### src/axi_pkg.sv
package axi_pkg;

    localparam int id_w     = 4;
    localparam int addr_w   = 32;
    localparam int data_w   = 64;
    localparam int strb_w   = data_w / 8;
    localparam int extras_w = 8;

    localparam logic [1:0] resp_okay   = 2'b00;
    localparam logic [1:0] resp_slverr = 2'b10;

    typedef struct packed {
        logic [id_w-1:0]     id;
        logic [addr_w-1:0]   addr;
        logic [7:0]          len;
        logic [2:0]          size;
        logic [1:0]          burst;
        logic [extras_w-1:0] extras;  // user sideband, passed through untouched.
    } aw_t;

    typedef struct packed {
        logic [data_w-1:0] data;
        logic [strb_w-1:0] strb;
        logic              last;
    } w_t;

    typedef struct packed {
        logic [id_w-1:0] id;
        logic [1:0]      resp;
    } b_t;

endpackage

### src/split_pkg.sv
package split_pkg;

    localparam int num_ports = 4;
    localparam int sel_w     = 2;  // top address bits that pick the port.

    typedef logic [sel_w-1:0] port_t;

    localparam int aw_depth        = 4;
    localparam int w_depth         = 8;
    localparam int order_depth     = 8;
    localparam int b_depth         = 2;
    localparam int max_outstanding = 4;
    localparam int cnt_w           = 3;  // must hold max_outstanding.

    // response waiting upstream, tagged with the port it came from.
    typedef struct packed {
        axi_pkg::b_t b;
        port_t       port;
    } tagged_b_t;

endpackage

### src/sync_fifo.sv
module sync_fifo #(
    parameter type payload_t = logic,
    parameter int  depth     = 4
) (
    input  logic     clk,
    input  logic     rst_n,
    input  logic     push,
    input  payload_t din,
    input  logic     pop,
    output payload_t dout,
    output logic     full,
    output logic     empty
);
    localparam int ptr_w = (depth > 1) ? $clog2(depth) : 1;
    localparam int occ_w = $clog2(depth + 1);

    payload_t         mem [depth];
    logic [ptr_w-1:0] wr_ptr;
    logic [ptr_w-1:0] rd_ptr;
    logic [occ_w-1:0] count;
    logic             do_push;
    logic             do_pop;

    assign do_push = push && !full;  // a push into a full FIFO is ignored.
    assign do_pop  = pop && !empty;
    assign full    = (count == occ_w'(depth));
    assign empty   = (count == '0);
    assign dout    = mem[rd_ptr];  // head straight from the storage flops.

    always_ff @(posedge clk) begin
        if (do_push) begin
            mem[wr_ptr] <= din;
        end
    end

    always_ff @(posedge clk or negedge rst_n) begin
        if (!rst_n) begin
            wr_ptr <= '0;
            rd_ptr <= '0;
            count  <= '0;
        end else begin
            if (do_push) begin
                wr_ptr <= (wr_ptr == ptr_w'(depth - 1)) ? '0 : wr_ptr + 1'b1;
            end
            if (do_pop) begin
                rd_ptr <= (rd_ptr == ptr_w'(depth - 1)) ? '0 : rd_ptr + 1'b1;
            end
            case ({do_push, do_pop})
                2'b10:   count <= count + 1'b1;
                2'b01:   count <= count - 1'b1;
                default: count <= count;
            endcase
        end
    end

endmodule

### src/aw_router.sv
module aw_router (
    input  logic             clk,
    input  logic             rst_n,
    input  logic             awvalid,
    output logic             awready,
    input  axi_pkg::aw_t     aw,
    input  logic             can_issue [split_pkg::num_ports],
    input  logic             order_full,
    output logic             order_push,
    output split_pkg::port_t order_port,
    output logic             m_awvalid [split_pkg::num_ports],
    input  logic             m_awready [split_pkg::num_ports],
    output axi_pkg::aw_t     m_aw [split_pkg::num_ports],
    output logic             issue [split_pkg::num_ports]
);
    axi_pkg::aw_t     head;
    axi_pkg::aw_t     fwd;
    split_pkg::port_t tgt;
    logic             aw_full;
    logic             aw_empty;
    logic             go;
    logic             pop;

    sync_fifo #(
        .payload_t(axi_pkg::aw_t),
        .depth    (split_pkg::aw_depth)
    ) aw_fifo_i (
        .clk  (clk),
        .rst_n(rst_n),
        .push (awvalid && awready),
        .din  (aw),
        .pop  (pop),
        .dout (head),
        .full (aw_full),
        .empty(aw_empty)
    );

    assign awready = !aw_full;
    assign tgt     = head.addr[axi_pkg::addr_w-1 -: split_pkg::sel_w];

    // held until the port may take another write and the owner can be logged.
    assign go = !aw_empty && can_issue[tgt] && !order_full;

    always_comb begin
        fwd      = head;
        fwd.addr = {head.addr[axi_pkg::addr_w-split_pkg::sel_w-1:0], {split_pkg::sel_w{1'b0}}};
    end

    always_comb begin
        pop = 1'b0;
        for (int p = 0; p < split_pkg::num_ports; p++) begin
            m_awvalid[p] = go && (tgt == split_pkg::port_t'(p));
            m_aw[p]      = m_awvalid[p] ? fwd : '0;  // idle ports see zeros.
            issue[p]     = m_awvalid[p] && m_awready[p];
            pop          = pop || issue[p];
        end
    end

    assign order_push = pop;
    assign order_port = tgt;

endmodule

### src/w_steer.sv
module w_steer (
    input  logic             clk,
    input  logic             rst_n,
    input  logic             order_empty,
    input  split_pkg::port_t order_port,
    output logic             order_pop,
    input  logic             w_empty,
    input  axi_pkg::w_t      w_head,
    output logic             w_pop,
    output logic             m_wvalid [split_pkg::num_ports],
    input  logic             m_wready [split_pkg::num_ports],
    output axi_pkg::w_t      m_w [split_pkg::num_ports]
);
    typedef enum logic {
        st_idle,
        st_burst
    } state_t;

    state_t           state;
    split_pkg::port_t owner;
    logic             beat_done;

    always_ff @(posedge clk or negedge rst_n) begin
        if (!rst_n) begin
            state <= st_idle;
            owner <= '0;
        end else begin
            case (state)
                st_idle: begin
                    if (!order_empty) begin
                        owner <= order_port;  // oldest burst not yet written.
                        state <= st_burst;
                    end
                end
                st_burst: begin
                    if (beat_done && w_head.last) begin
                        state <= st_idle;
                    end
                end
                default: state <= st_idle;
            endcase
        end
    end

    always_comb begin
        beat_done = 1'b0;
        for (int p = 0; p < split_pkg::num_ports; p++) begin
            m_wvalid[p] = (state == st_burst) && !w_empty && (owner == split_pkg::port_t'(p));
            m_w[p]      = m_wvalid[p] ? w_head : '0;
            beat_done   = beat_done || (m_wvalid[p] && m_wready[p]);
        end
    end

    assign w_pop     = beat_done;
    assign order_pop = beat_done && w_head.last;  // burst finished, drop its owner.

endmodule

### src/outstanding_counter.sv
module outstanding_counter (
    input  logic clk,
    input  logic rst_n,
    input  logic issue [split_pkg::num_ports],
    input  logic retire [split_pkg::num_ports],
    output logic can_issue [split_pkg::num_ports]
);
    logic [split_pkg::cnt_w-1:0] cnt [split_pkg::num_ports];

    always_ff @(posedge clk or negedge rst_n) begin
        if (!rst_n) begin
            for (int p = 0; p < split_pkg::num_ports; p++) begin
                cnt[p] <= '0;
            end
        end else begin
            for (int p = 0; p < split_pkg::num_ports; p++) begin
                // issue and retire together cancel out.
                if (issue[p] && !retire[p]) begin
                    cnt[p] <= cnt[p] + 1'b1;
                end else if (retire[p] && !issue[p]) begin
                    cnt[p] <= cnt[p] - 1'b1;
                end
            end
        end
    end

    always_comb begin
        for (int p = 0; p < split_pkg::num_ports; p++) begin
            can_issue[p] = (int'(cnt[p]) < split_pkg::max_outstanding);
        end
    end

endmodule

### src/b_merge.sv
module b_merge (
    input  logic        clk,
    input  logic        rst_n,
    input  logic        m_bvalid [split_pkg::num_ports],
    output logic        m_bready [split_pkg::num_ports],
    input  axi_pkg::b_t m_b [split_pkg::num_ports],
    output logic        bvalid,
    input  logic        bready,
    output axi_pkg::b_t b,
    output logic        retire [split_pkg::num_ports]
);
    axi_pkg::b_t          pq_head [split_pkg::num_ports];
    logic                 pq_full [split_pkg::num_ports];
    logic                 pq_empty [split_pkg::num_ports];
    logic                 pq_pop [split_pkg::num_ports];
    split_pkg::port_t     sel;
    logic                 found;
    logic                 move;
    split_pkg::tagged_b_t entry;
    split_pkg::tagged_b_t mq_head;
    logic                 mq_full;
    logic                 mq_empty;

    for (genvar p = 0; p < split_pkg::num_ports; p++) begin : g_port_q
        sync_fifo #(
            .payload_t(axi_pkg::b_t),
            .depth    (split_pkg::b_depth)
        ) b_fifo_i (
            .clk  (clk),
            .rst_n(rst_n),
            .push (m_bvalid[p] && m_bready[p]),
            .din  (m_b[p]),
            .pop  (pq_pop[p]),
            .dout (pq_head[p]),
            .full (pq_full[p]),
            .empty(pq_empty[p])
        );
        assign m_bready[p] = !pq_full[p];
    end

    // port 0 wins; scan from the top so the lowest index is kept.
    always_comb begin
        found = 1'b0;
        sel   = '0;
        for (int p = split_pkg::num_ports - 1; p >= 0; p--) begin
            if (!pq_empty[p]) begin
                found = 1'b1;
                sel   = split_pkg::port_t'(p);
            end
        end
        move = found && !mq_full;
        for (int p = 0; p < split_pkg::num_ports; p++) begin
            pq_pop[p] = move && (sel == split_pkg::port_t'(p));
        end
        entry.b    = pq_head[sel];
        entry.port = sel;
    end

    sync_fifo #(
        .payload_t(split_pkg::tagged_b_t),
        .depth    (split_pkg::b_depth)
    ) merged_fifo_i (
        .clk  (clk),
        .rst_n(rst_n),
        .push (move),
        .din  (entry),
        .pop  (bvalid && bready),
        .dout (mq_head),
        .full (mq_full),
        .empty(mq_empty)
    );

    assign bvalid = !mq_empty;
    assign b      = mq_head.b;

    always_comb begin
        for (int p = 0; p < split_pkg::num_ports; p++) begin
            retire[p] = bvalid && bready && (mq_head.port == split_pkg::port_t'(p));
        end
    end

endmodule

### src/axi_wr_splitter.sv
module axi_wr_splitter (
    input  logic                         clk,
    input  logic                         rst_n,
    input  logic [axi_pkg::id_w-1:0]     awid,
    input  logic [axi_pkg::addr_w-1:0]   awaddr,
    input  logic [7:0]                   awlen,
    input  logic [2:0]                   awsize,
    input  logic [1:0]                   awburst,
    input  logic [axi_pkg::extras_w-1:0] awextras,
    input  logic                         awvalid,
    output logic                         awready,
    input  logic [axi_pkg::data_w-1:0]   wdata,
    input  logic [axi_pkg::strb_w-1:0]   wstrb,
    input  logic                         wlast,
    input  logic                         wvalid,
    output logic                         wready,
    output logic [axi_pkg::id_w-1:0]     bid,
    output logic [1:0]                   bresp,
    output logic                         bvalid,
    input  logic                         bready,
    output logic [axi_pkg::id_w-1:0]     m_awid [split_pkg::num_ports],
    output logic [axi_pkg::addr_w-1:0]   m_awaddr [split_pkg::num_ports],
    output logic [7:0]                   m_awlen [split_pkg::num_ports],
    output logic [2:0]                   m_awsize [split_pkg::num_ports],
    output logic [1:0]                   m_awburst [split_pkg::num_ports],
    output logic [axi_pkg::extras_w-1:0] m_awextras [split_pkg::num_ports],
    output logic                         m_awvalid [split_pkg::num_ports],
    input  logic                         m_awready [split_pkg::num_ports],
    output logic [axi_pkg::data_w-1:0]   m_wdata [split_pkg::num_ports],
    output logic [axi_pkg::strb_w-1:0]   m_wstrb [split_pkg::num_ports],
    output logic                         m_wlast [split_pkg::num_ports],
    output logic                         m_wvalid [split_pkg::num_ports],
    input  logic                         m_wready [split_pkg::num_ports],
    input  logic [axi_pkg::id_w-1:0]     m_bid [split_pkg::num_ports],
    input  logic [1:0]                   m_bresp [split_pkg::num_ports],
    input  logic                         m_bvalid [split_pkg::num_ports],
    output logic                         m_bready [split_pkg::num_ports]
);
    axi_pkg::aw_t     aw_in;
    axi_pkg::w_t      w_in;
    axi_pkg::w_t      w_head;
    axi_pkg::b_t      b_out;
    axi_pkg::aw_t     m_aw [split_pkg::num_ports];
    axi_pkg::w_t      m_w [split_pkg::num_ports];
    axi_pkg::b_t      m_b [split_pkg::num_ports];
    logic             w_full;
    logic             w_empty;
    logic             w_pop;
    logic             order_push;
    logic             order_pop;
    logic             order_full;
    logic             order_empty;
    split_pkg::port_t order_port;
    split_pkg::port_t order_head;
    logic             can_issue [split_pkg::num_ports];
    logic             issue [split_pkg::num_ports];
    logic             retire [split_pkg::num_ports];

    assign aw_in = '{id: awid, addr: awaddr, len: awlen, size: awsize,
                     burst: awburst, extras: awextras};
    assign w_in  = '{data: wdata, strb: wstrb, last: wlast};

    sync_fifo #(.payload_t(axi_pkg::w_t), .depth(split_pkg::w_depth)) w_fifo_i (
        .clk(clk), .rst_n(rst_n), .push(wvalid && wready), .din(w_in),
        .pop(w_pop), .dout(w_head), .full(w_full), .empty(w_empty)
    );
    assign wready = !w_full;

    // owner of every issued burst, oldest first, so beats follow command order.
    sync_fifo #(.payload_t(split_pkg::port_t), .depth(split_pkg::order_depth)) order_fifo_i (
        .clk(clk), .rst_n(rst_n), .push(order_push), .din(order_port),
        .pop(order_pop), .dout(order_head), .full(order_full), .empty(order_empty)
    );

    aw_router aw_router_i (
        .clk(clk), .rst_n(rst_n), .awvalid(awvalid), .awready(awready), .aw(aw_in),
        .can_issue(can_issue), .order_full(order_full), .order_push(order_push),
        .order_port(order_port), .m_awvalid(m_awvalid), .m_awready(m_awready),
        .m_aw(m_aw), .issue(issue)
    );

    w_steer w_steer_i (
        .clk(clk), .rst_n(rst_n), .order_empty(order_empty), .order_port(order_head),
        .order_pop(order_pop), .w_empty(w_empty), .w_head(w_head), .w_pop(w_pop),
        .m_wvalid(m_wvalid), .m_wready(m_wready), .m_w(m_w)
    );

    outstanding_counter outstanding_counter_i (
        .clk(clk), .rst_n(rst_n), .issue(issue), .retire(retire), .can_issue(can_issue)
    );

    b_merge b_merge_i (
        .clk(clk), .rst_n(rst_n), .m_bvalid(m_bvalid), .m_bready(m_bready), .m_b(m_b),
        .bvalid(bvalid), .bready(bready), .b(b_out), .retire(retire)
    );

    assign bid   = b_out.id;
    assign bresp = b_out.resp;

    for (genvar p = 0; p < split_pkg::num_ports; p++) begin : g_port
        assign m_awid[p]     = m_aw[p].id;
        assign m_awaddr[p]   = m_aw[p].addr;
        assign m_awlen[p]    = m_aw[p].len;
        assign m_awsize[p]   = m_aw[p].size;
        assign m_awburst[p]  = m_aw[p].burst;
        assign m_awextras[p] = m_aw[p].extras;
        assign m_wdata[p]    = m_w[p].data;
        assign m_wstrb[p]    = m_w[p].strb;
        assign m_wlast[p]    = m_w[p].last;
        assign m_b[p]        = '{id: m_bid[p], resp: m_bresp[p]};
    end

endmodule

### config.mk
export PLATFORM = sky130hd
export DESIGN_NAME = axi_wr_splitter
export DESIGN_NICKNAME = d
export VERILOG_FILES = /design/src/axi_pkg.sv /design/src/split_pkg.sv /design/src/sync_fifo.sv /design/src/aw_router.sv /design/src/w_steer.sv /design/src/outstanding_counter.sv /design/src/b_merge.sv /design/src/axi_wr_splitter.sv
export SDC_FILE = /design/constraint.sdc
export NUM_CORES = 1
export LEC_CHECK = 0
export BUFFER_PORTS_ARGS = -buffer_cell sky130_fd_sc_hd__buf_2
export CAP_MARGIN = 30
export CORE_AREA = 4 4 279 281
export DETAILED_ROUTE_END_ITERATION = 8
export DIE_AREA = 0 0 283 285
export MAX_ROUTING_LAYER = met4
export PLACE_DENSITY_LB_ADDON = 0.25
export SLEW_MARGIN = 20
export SYNTH_ARGS = -nofsm -noshare
export SYNTH_HDL_FRONTEND = slang
export SYNTH_SLANG_ARGS = --single-unit
### constraint.sdc
create_clock -name clk -period 10.22 [get_ports clk]
set_input_delay 2.044 -clock clk [delete_from_list [all_inputs] [get_ports clk]]
set_output_delay 2.044 -clock clk [all_outputs]
set_load 0.01 [all_outputs]
==> qor.yml, run 1 <==
status:
  status: "finished clean"
die:
  dieArea_um2: 80700
  core_area_um2: 75400
  initial_core_util: 0.522
  row_count: 101
  io-pin-count: 712
  die_w_um: 283
  die_h_um: 285
layout:
  fillCellCount: 5388
  area_growth_pct: 20.1
  ff_latch_area_um2: 28400
  drive_above_1_share: 0.385
  fin_cells: 3996
  nNetsFinal: 3130
  multi_input_area_um2: 10500
power_and_ir_drop:
  power_mw: 14.6
  p_leak_nw: 18.3
  power_density_nw_per_um2: 309
  peakVddDrop_mv: 0.220
sta:
  maxSlewViolCount: 0
  fin_hold_ws_ps: 499
  worstMarginPinSlew_ps: 980
  slew_headroom: 0.328
  clock_skew_ps: 17.3
  final.period_utilization: 0.596
  timing.fmax_mhz: 164
  layout_min_cycle_time_ps: 6090
  final-setup-viol-count: 0
  tns_ps: 0
  setup_ws_ps: 4130
  rsz0062_at_grt: "false"
  hold_violations: 0
yosys:
  synth.area.top_cells: "edfxtp_1 68%, mux4_2 12%, dfrtp_1 3.9%"
  post_synth_num_cell_types: 46
  ys.flop_type: "edfxtp_1"
  yosys.area.top_type: "edfxtp_1"
  synth_enable_flop_cells: 892
  yosysWarnings: 0
  asyncSetResetFlopFracSynth: 0.0650
  synthCells: 2208
  avgSynthCellArea_um2: 17.8
  synth-seq-cells: 954
  netlist.area_leader.share: 0.681
  syn_area_um2: 39400
  ys_seq_area_frac: 0.720
place:
  dp_slack_ps: 4760
  routabilityCongestion: 0.806
  dp_hpwl_mm: 58.6
  port_buffers: 703
  place_inst: 3804
setup_path:
  cp.arrival_ps: 4050
  cp.required_ps: 8180
  worst-setup-path-type: "reg2out"
  worstSetupEndpointType: "output port"
  startpoint_type: "register"
  crit_fanout: 73
clock_network:
  cts.sinks: 954
  htree_levels: 3
  cts-root-buf: "clkbuf_16"
  cts_setup_buffers: 0
  ctsHoldBuffers: 0
  cts_resized: 0
  clk_pin_slew_ps: 60
  cts_tree: "done"
  clock_path_buffers: 3
  clock_latency_ps: 630
  cts_made_buffers: 95
detailed_routing:
  postRouteAntennaNets: 0
  totalWireLength_mm: 91.7
  wire_per_inst_um: 23.0
  drt_iter0_drc: 1637
  drt_pass1_iterations: 6
  drc_errors: 0
  vias_per_cell: 5.57
  vias: 22249
global_routing:
  grt_pass1_vias: 23028
  grt_max_degree: 125
  grt_remaining_overflow: 0
  antenna_found_initial: 18
  grt_pass1_wl_mm: 139
  track_usage: 0.231
min_path:
  hold_class: "reg2reg"
job:
  cap_violations: 0
==> where the power goes <==
part | internal [mW] | total, mW | switching [mW]
Sequential | 5.12 | 5.52 | 0.402
Clock | 2.07 | 3.50 | 1.44
Combinational | 2.27 | 5.56 | 3.30
Total | 9.46 | 14.6 | 5.13
==> layout by cell type, fill, tap and decap left out, types with 9 or more instances in the layout <==
cell	instances
edfxtp_1	892
buf_2	703
nor2_1	326
and2_1	222
mux4_2	208
mux2i_1	107
clkbuf_16	95
dfrtp_1	57
buf_4	36
ha_1	29
xnor2_1	26
clkinv_2	25
inv_1	24
nand2_1	24
mux2_2	24
xor2_1	23
diode_2	18
bufinv_16	14
clkinv_1	13
clkbuf_1	11
nor3_1	10
nand2b_1	9
==> per-layer routing <==
metal / track usage / vias up / routed length [um]
li1: - / 9848 / -
met3: 0.0429 / 121 / 6110
met2: 0.385 / 887 / 47000
met1: 0.296 / 11393 / 36600
met4: 0.0627 / 0 / 2050
met5: - / - / 0
==> cells in the mapped netlist, drive strengths merged, types with 4 or more instances <==
master,instances
a21o,4
and2,222
a22o,6
nor3b,4
mux4,208
mux2i,107
clkbuf,82
edfxtp,892
nand2,25
xor2,23
nor4b,4
inv,24
buf,49
o22ai,8
nor3,16
nor4,5
a21oi,5
nand2b,9
dfrtp,62
ha,29
and3,8
nand3,4
nor2,329
xnor2,26
fa,6
o21ai,7
mux2,24
nand3b,5
==> through the flow <==
stage                util  area [um2]
CTS                 0.625       47200
global placement    0.583       44000
global route        0.626       47200
finish              0.626       47300
detailed placement  0.583       44000
floorplan               -       39400
==> layout make-up <==
cell class              count  share of cell area
diodes                     18            0.000953
clock buffers             106              0.0512
clock inverters            67              0.0160
inverters                  24             0.00191
multi-input cells        1106               0.222
flip-flops and latches    954               0.600
well taps                 978              0.0259
repair buffers            743              0.0819
==> worst paths after layout <==
path	to	cells after the start	slack (ps)	startpoint
max reg2reg	order_fifo_i.count[2]	11	5820	w_fifo_i.rd_ptr[1]
max	m_wdata[87]	6	4130	w_fifo_i.rd_ptr[0]
max in group asynchronous	w_fifo_i.rd_ptr[2]	2	7950	rst_n
min reg2reg	b_merge_i.merged_fifo_i.wr_ptr	1	500	b_merge_i.merged_fifo_i.wr_ptr
min	b_merge_i.merged_fifo_i.wr_ptr	1	500	b_merge_i.merged_fifo_i.wr_ptr
min in group asynchronous	b_merge_i.g_port_q[0].b_fifo_i.wr_ptr	2	1590	rst_n
==> kinds of logic (layout without fill, tap and decap cells) <==
family,after synthesis,in the layout,share of synthesized area
DFF,954,954,0.720
muxes,339,339,0.153
adders and majority gates,35,35,0.0123
and+or+nand+nor,638,638,0.0804
xor gates and xnor gates,49,49,0.0109
AOI/OAI and AO/OA,37,37,0.00677
buffers and inverters,155,940,0.0164
other,1,26,0.0000953
==> worst max-delay path, cell delays in order, from the launching register on <==
cell,delay (ps)
dfrtp_4,750
buf_12,420
buf_16,390
mux4_2,590
mux2i_1,760
nor2_1,120
buf_2,180
==> sequential cells by signal (all words and copies together), names as in the netlist, 3 cells and up <==
name                                count
aw_router_i.aw_fifo_i.mem             228
w_fifo_i.count                          4
b_merge_i.g_port_q.b_fifo_i.wr_ptr      4
w_fifo_i.wr_ptr                         3
order_fifo_i.wr_ptr                     3
order_fifo_i.rd_ptr                     3
outstanding_counter_i.cnt              12
w_fifo_i.mem                          584
aw_router_i.aw_fifo_i.count             3
order_fifo_i.mem                       16
b_merge_i.g_port_q.b_fifo_i.count       8
w_fifo_i.rd_ptr                         3
b_merge_i.merged_fifo_i.mem            16
b_merge_i.g_port_q.b_fifo_i.mem        48
order_fifo_i.count                      4
b_merge_i.g_port_q.b_fifo_i.rd_ptr      4
No activity file was read; power rests on OpenSTA's default activity.
==> inputs of run 2 (changes only) <==
--- a/config.mk
+++ b/config.mk
@@ -7,9 +7,10 @@
 export LEC_CHECK = 0
 export BUFFER_PORTS_ARGS = -buffer_cell sky130_fd_sc_hd__buf_2
 export CAP_MARGIN = 30
-export CORE_AREA = 4 4 279 281
+export CORE_ASPECT_RATIO = 1.4
+export CORE_MARGIN = 4
+export CORE_UTILIZATION = 50
 export DETAILED_ROUTE_END_ITERATION = 8
-export DIE_AREA = 0 0 283 285
 export MAX_ROUTING_LAYER = met4
 export PLACE_DENSITY_LB_ADDON = 0.25
 export SLEW_MARGIN = 20
==> constraint.sdc (replaced) <==
create_clock -name clk -period 5 [get_ports clk]
set_input_delay 1 -clock clk [delete_from_list [all_inputs] [get_ports clk]]
set_output_delay 1 -clock clk [all_outputs]
set_load 0.01 [all_outputs]
==> run 2 against run 1 <==
Total power grew 100%. Flip-flop and latch count is the same. Via count shrank 0.84%. Setup slack lost 3600 ps. Worst hold slack lost 48 ps. Utilization shrank 2.1 points. Non-clock buffer count grew 6. Global-route usage shrank 0.66 points. Combinational power grew 100%. Clock skew is essentially flat. Design area shrank 0.11%. Critical path type unchanged. Largest power group is now sequential cells.
==> qor.yml, run 2 (same netlist as run 1, synthesis figures left out) <==
setup_path:
  cp.required_ps: 4000  # was 8180 ps
  timing.rr.start: "aw_router_i.aw_fifo_i.rd_ptr[0]"  # was w_fifo_i.rd_ptr[1]
  cp.arrival_ps: 3450  # was 4050 ps
  endpoint: "m_awaddr[38]"  # was m_wdata[87]
  ff2ff_setup_slack_ps: 1310  # was 5820 ps
  r2r-end: "aw_router_i.aw_fifo_i.count[2]"  # was order_fifo_i.count[2]
  startpoint: "aw_router_i.aw_fifo_i.rd_ptr[0]"  # was w_fifo_i.rd_ptr[0]
  worst-setup-path-type: "reg2out"  # unchanged
  worstSetupEndpointType: "output port"  # unchanged
  crit_fanout: 56  # was 73
  startpoint_type: "register"  # unchanged
  reg2reg_depth: 12  # was 11
clock_network:
  htree_levels: 3  # unchanged
  cts-root-buf: "clkbuf_16"  # unchanged
  cts_made_buffers: 88  # was 95
  clock_path_buffers: 3  # unchanged
  cts.sinks: 954  # unchanged
  clk_pin_slew_ps: 70  # was 60 ps
  ctsHoldBuffers: 0  # unchanged
  cts_tree: "done"  # unchanged
  cts_setup_buffers: 0  # unchanged
  cts_resized: 0  # unchanged
  clock_latency_ps: 630  # about the same
sta:
  maxSlewViolCount: 0  # unchanged
  setup_ws_ps: 545  # was 4130 ps
  final-setup-viol-count: 0  # unchanged
  final.period_utilization: 0.891
  clock_skew_ps: 17.7  # was 17.3 ps
  timing.fmax_mhz: 224
  layout_min_cycle_time_ps: 4450
  tns_ps: 0  # unchanged
  rsz0062_at_grt: "false"  # unchanged
  worstMarginPinSlew_ps: 953  # was 980 ps
  hold_violations: 0  # unchanged
  slew_headroom: 0.365  # was 0.328
detailed_routing:
  drt_iter0_drc: 1337  # was 1637
  drt_pass1_iterations: 6  # unchanged
  vias_per_cell: 5.43  # was 5.57
  wire_per_inst_um: 22.6  # was 23.0 um
  vias: 22062  # was 22249
  postRouteAntennaNets: 0  # unchanged
  totalWireLength_mm: 92.0  # was 91.7 mm
  drc_errors: 0  # unchanged
die:
  core_area_um2: 78000  # was 75400 um2
  dieArea_um2: 83300  # was 80700 um2
  initial_core_util: 0.505  # was 0.522
  die_h_um: 340  # was 285 um
  row_count: 121  # was 101
  io-pin-count: 712  # unchanged
  die_w_um: 245  # was 283 um
global_routing:
  track_usage: 0.224  # was 0.231
  grt_max_degree: 75  # was 125
  grt_remaining_overflow: 0  # unchanged
  antenna_found_initial: 27  # was 18
  grt_pass1_vias: 23018  # was 23028
  grt_pass1_wl_mm: 139  # about the same
layout:
  area_growth_pct: 19.9  # was 20.1%
  regMostFlops: "w_fifo_i.mem"  # unchanged
  layout_common_cells: "892 x edfxtp_1, 704 x buf_2, 326 x nor2_1"  # was 892 x edfxtp_1, 703 x buf_2, 326 x nor2_1
  fin_cells: 4066  # was 3996
  final_common_cell: "edfxtp_1"  # unchanged
  drive_above_1_share: 0.381  # was 0.385
  largest_register_ffs: 584  # unchanged
  nNetsFinal: 3129  # was 3130
  reg_top3: "w_fifo_i.mem x584, aw_router_i.aw_fifo_i.mem x228, b_merge_i.g_port_q.b_fifo_i.mem x48"  # unchanged
power_and_ir_drop:
  peakVddDrop_mv: 0.391  # was 0.220 mV
  power_density_nw_per_um2: 620  # was 309 nW/um2
  p_leak_nw: 18.2  # was 18.3 nW
  power_mw: 29.3  # was 14.6 mW
job:
  cap_violations: 0  # unchanged
place:
  dp_slack_ps: 1190  # was 4760 ps
  dp_hpwl_mm: 60.1  # was 58.6 mm
  routabilityCongestion: 0.818  # was 0.806
  port_buffers: 703  # unchanged
  place_inst: 3877  # was 3804
status:
  status: "finished clean"  # unchanged
min_path:
  hold_class: "in2async"  # was reg2reg
-- run 2: worst min path at each step --
stage | from | endpoint | cells after the start
3_5_place_dp | b_merge_i.g_port_q[0].b_fifo_i.wr_ptr | b_merge_i.g_port_q[0].b_fifo_i.wr_ptr | 1
6_report | rst_n | b_merge_i.g_port_q[2].b_fifo_i.count[1] | 1
3_3_place_gp | b_merge_i.g_port_q[2].b_fifo_i.wr_ptr | b_merge_i.g_port_q[2].b_fifo_i.wr_ptr | 1
4_1_cts | rst_n | b_merge_i.g_port_q[2].b_fifo_i.count[1] | 1
2_1_floorplan | outstanding_counter_i.cnt[2] | outstanding_counter_i.cnt[2] | 1
5_1_grt | rst_n | b_merge_i.g_port_q[2].b_fifo_i.wr_ptr | 1
-- run 2: layout make-up --
type	instances	area, um2
well taps	1045	1310
multi-input cells	1106	10500
clock inverters	57	518
clock buffers	105	2330
repair buffers	749	4020
diodes	26	65.1
flip-flops and latches	954	28400
fillers	5664	30800
inverters	24	90.1
-- run 2: power breakdown --
part           internal (mW)  total, mW  switching, mW
Sequential              10.5       11.4          0.907
Clock                   3.76       6.58           2.82
Combinational           4.71       11.3           6.62
-- run 2: per-stage QoR --
stage	utilization	hold WS, ps	cell area [um2]
floorplan	-	455	39400
global placement	0.568	477	44300
detailed placement	0.568	485	44300
CTS	0.604	451	47100
global route	0.605	511	47200
finish	0.605	451	47200
-- run 2: critical path: stages, from the launching register on --
cell     delay [ps]
dfrtp_4         760
mux4_2          670
a211o_1         350
nor3b_2         200
buf_4           420
and2_1          220
buf_2           130
-- run 2: routing by layer --
metal,vias up,share of wire,track usage
li1,9866,-,-
met1,11203,0.37,0.265
met2,852,0.53,0.392
met4,0,0.024,0.0610
met5,-,0,-
met3,141,0.071,0.0471
==> inputs of run 3 (changes only) <==
--- a/config.mk
+++ b/config.mk
@@ -12,7 +12,7 @@
 export CORE_UTILIZATION = 50
 export DETAILED_ROUTE_END_ITERATION = 8
 export MAX_ROUTING_LAYER = met4
-export PLACE_DENSITY_LB_ADDON = 0.25
+export PLACE_DENSITY = 0.78
 export SLEW_MARGIN = 20
 export SYNTH_ARGS = -nofsm -noshare
 export SYNTH_HDL_FRONTEND = slang
==> run 3 against run 2 <==
Global-route usage rose by 0.11 points. Via count rose by 1.6%. Flip-flop and latch count did not move. First-iteration DRC count rose by 24%. Die area did not move. Clock-buffer cell count did not move. Combinational power barely moved. Sequential power barely moved. Clock power fell by 3%. Utilization fell by 0.084 points. Register-to-register slack got worse by 120 ps. Sequential share of layout area rose by 0.083 points. Largest cell class unchanged. Highest routed layer unchanged.
==> qor.yml, run 3 (same netlist as run 1, synthesis figures left out) <==
clock_network:
  cts_resized: 0  # unchanged
  cts_setup_buffers: 0  # unchanged
  ctsHoldBuffers: 0  # unchanged
  clock_latency_ps: 650  # was 630 ps
  cts-root-buf: "clkbuf_16"  # unchanged
  cts_made_buffers: 85  # was 88
  clk_pin_slew_ps: 60  # was 70 ps
  cts.sinks: 954  # unchanged
  clock_path_buffers: 3  # unchanged
  cts_tree: "done"  # unchanged
  htree_levels: 3  # unchanged
die:
  initial_core_util: 0.505  # unchanged
  dieArea_um2: 83300  # unchanged
  row_count: 121  # unchanged
  die_h_um: 340  # unchanged
  core_area_um2: 78000  # unchanged
  die_w_um: 245  # unchanged
  io-pin-count: 712  # unchanged
sta:
  rsz0062_at_grt: "false"  # unchanged
  layout_min_cycle_time_ps: 4380  # was 4450 ps
  slew_headroom: 0.331  # was 0.365
  final.period_utilization: 0.876  # was 0.891
  clock_skew_ps: 17.0  # was 17.7 ps
  worstMarginPinSlew_ps: 1000  # was 953 ps
  hold_violations: 0  # unchanged
  maxSlewViolCount: 0  # unchanged
  final-setup-viol-count: 0  # unchanged
  timing.fmax_mhz: 228  # was 224 MHz
  fin_hold_ws_ps: 243  # was 451 ps
detailed_routing:
  drc_errors: 0  # unchanged
  drt_iter0_drc: 1664  # was 1337
  wire_per_inst_um: 23.1  # was 22.6 um
  vias: 22408  # was 22062
  drt_pass1_iterations: 7  # was 6
  vias_per_cell: 5.51  # was 5.43
  totalWireLength_mm: 94.0  # was 92.0 mm
  postRouteAntennaNets: 0  # unchanged
min_path:
  hold_class: "in2async"  # unchanged
setup_path:
  cp.arrival_ps: 3380  # was 3450 ps
  startpoint_type: "register"  # unchanged
  crit_fanout: 36  # was 56
  ff2ff_setup_slack_ps: 1190  # was 1310 ps
  cp.required_ps: 4000  # about the same
  worstSetupEndpointType: "output port"  # unchanged
  worst-setup-path-type: "reg2out"  # unchanged
power_and_ir_drop:
  p_sw_frac: 0.360  # was 0.353
  p_sw_mw: 10.5  # was 10.3 mW
  p_clk_frac: 0.219  # was 0.225
  seqPwrFrac: 0.389  # was 0.388
  pwr-share-comb: 0.392  # was 0.387
  p_leak_nw: 18.1  # was 18.2 nW
  p_int_mw: 18.7  # was 18.9 mW
  power_density_nw_per_um2: 620  # about the same
  peakVddDrop_mv: 0.406  # was 0.391 mV
global_routing:
  grt_pass1_vias: 23249  # was 23018
  grt_max_degree: 75  # unchanged
  grt_remaining_overflow: 0  # unchanged
  track_usage: 0.225  # was 0.224
  grt_pass1_wl_mm: 140  # was 139 mm
  antenna_found_initial: 23  # was 27
layout:
  layout_common_cells: "892 x edfxtp_1, 703 x buf_2, 326 x nor2_1"  # was 892 x edfxtp_1, 704 x buf_2, 326 x nor2_1
  regMostFlops: "w_fifo_i.mem"  # unchanged
  reg_top3: "w_fifo_i.mem x584, aw_router_i.aw_fifo_i.mem x228, b_merge_i.g_port_q.b_fifo_i.mem x48"  # unchanged
  fin_cells: 4067  # was 4066
  final_common_cell: "edfxtp_1"  # unchanged
  drive_above_1_share: 0.381  # about the same
  final_area_um2: 47100  # was 47200 um2
  largest_register_ffs: 584  # unchanged
  fillCellCount: 5467  # was 5664
  area_growth_pct: 19.8  # was 19.9%
  nNetsFinal: 3132  # was 3129
place:
  place_area_um2: 44200  # was 44300 um2
  port_buffers: 703  # unchanged
  routabilityCongestion: 0.787  # was 0.818
  place_inst: 3880  # was 3877
  dp_hpwl_mm: 60.2  # was 60.1 mm
status:
  status: "finished clean"  # unchanged
job:
  cap_violations: 0  # unchanged
==> run 3: power groups by stage <==
stage	Sequential, mW	Clock, mW	Combinational, mW
floorplan	11.1	0	7.60
global placement	11.5	0	10.9
detailed placement	11.6	0	11.3
CTS	11.4	6.51	11.4
global route	11.5	6.85	12.3
finish	11.4	6.38	11.5
==> run 3: cell type report <==
type	instances	area, um2	share of cell area
flip-flops and latches	954	28400	0.602
multi-input cells	1106	10500	0.223
repair buffers	755	4050	0.0860
clock buffers	105	2210	0.0469
well taps	1045	1310	0.0277
clock inverters	50	529	0.0112
inverters	24	90.1	0.00191
diodes	28	70.1	0.00149
==> run 3: worst max-delay path, stage by stage, from the launching register on <==
cell,delay [ps]
dfrtp_4,860
buf_4,510
mux4_2,580
mux2i_1,440
nor2_1,110
buf_2,180
==> run 3: through the flow <==
stage	worst slack, ps	total power [mW]	setup TNS (ps)	utilization
floorplan	-1810	18.7	-446570	-
global route	373	30.7	0	0.604
CTS	469	29.4	0	0.602
detailed placement	1190	22.9	0	0.567
finish	618	29.2	0	0.604
global placement	1260	22.4	0	0.567
==> run 3: final timing paths <==
path / startpoint / endpoint / cells past startpoint
setup / recovery: w_fifo_i.rd_ptr[0] / m_wdata[78] / 5
hold / removal: rst_n / b_merge_i.g_port_q[3].b_fifo_i.wr_ptr / 1
setup reg to reg: aw_router_i.aw_fifo_i.rd_ptr[0] / order_fifo_i.count[3] / 12
hold reg to reg: b_merge_i.merged_fifo_i.wr_ptr / b_merge_i.merged_fifo_i.wr_ptr / 1
max in group asynchronous: rst_n / w_fifo_i.rd_ptr[2] / 3
min in group clk: b_merge_i.merged_fifo_i.wr_ptr / b_merge_i.merged_fifo_i.wr_ptr / 1
==> run 3: per-layer routing <==
layer,track usage,share of wire
met1,0.271,0.37
met2,0.386,0.53
met3,0.0498,0.081
met4,0.0648,0.023
met5,-,0
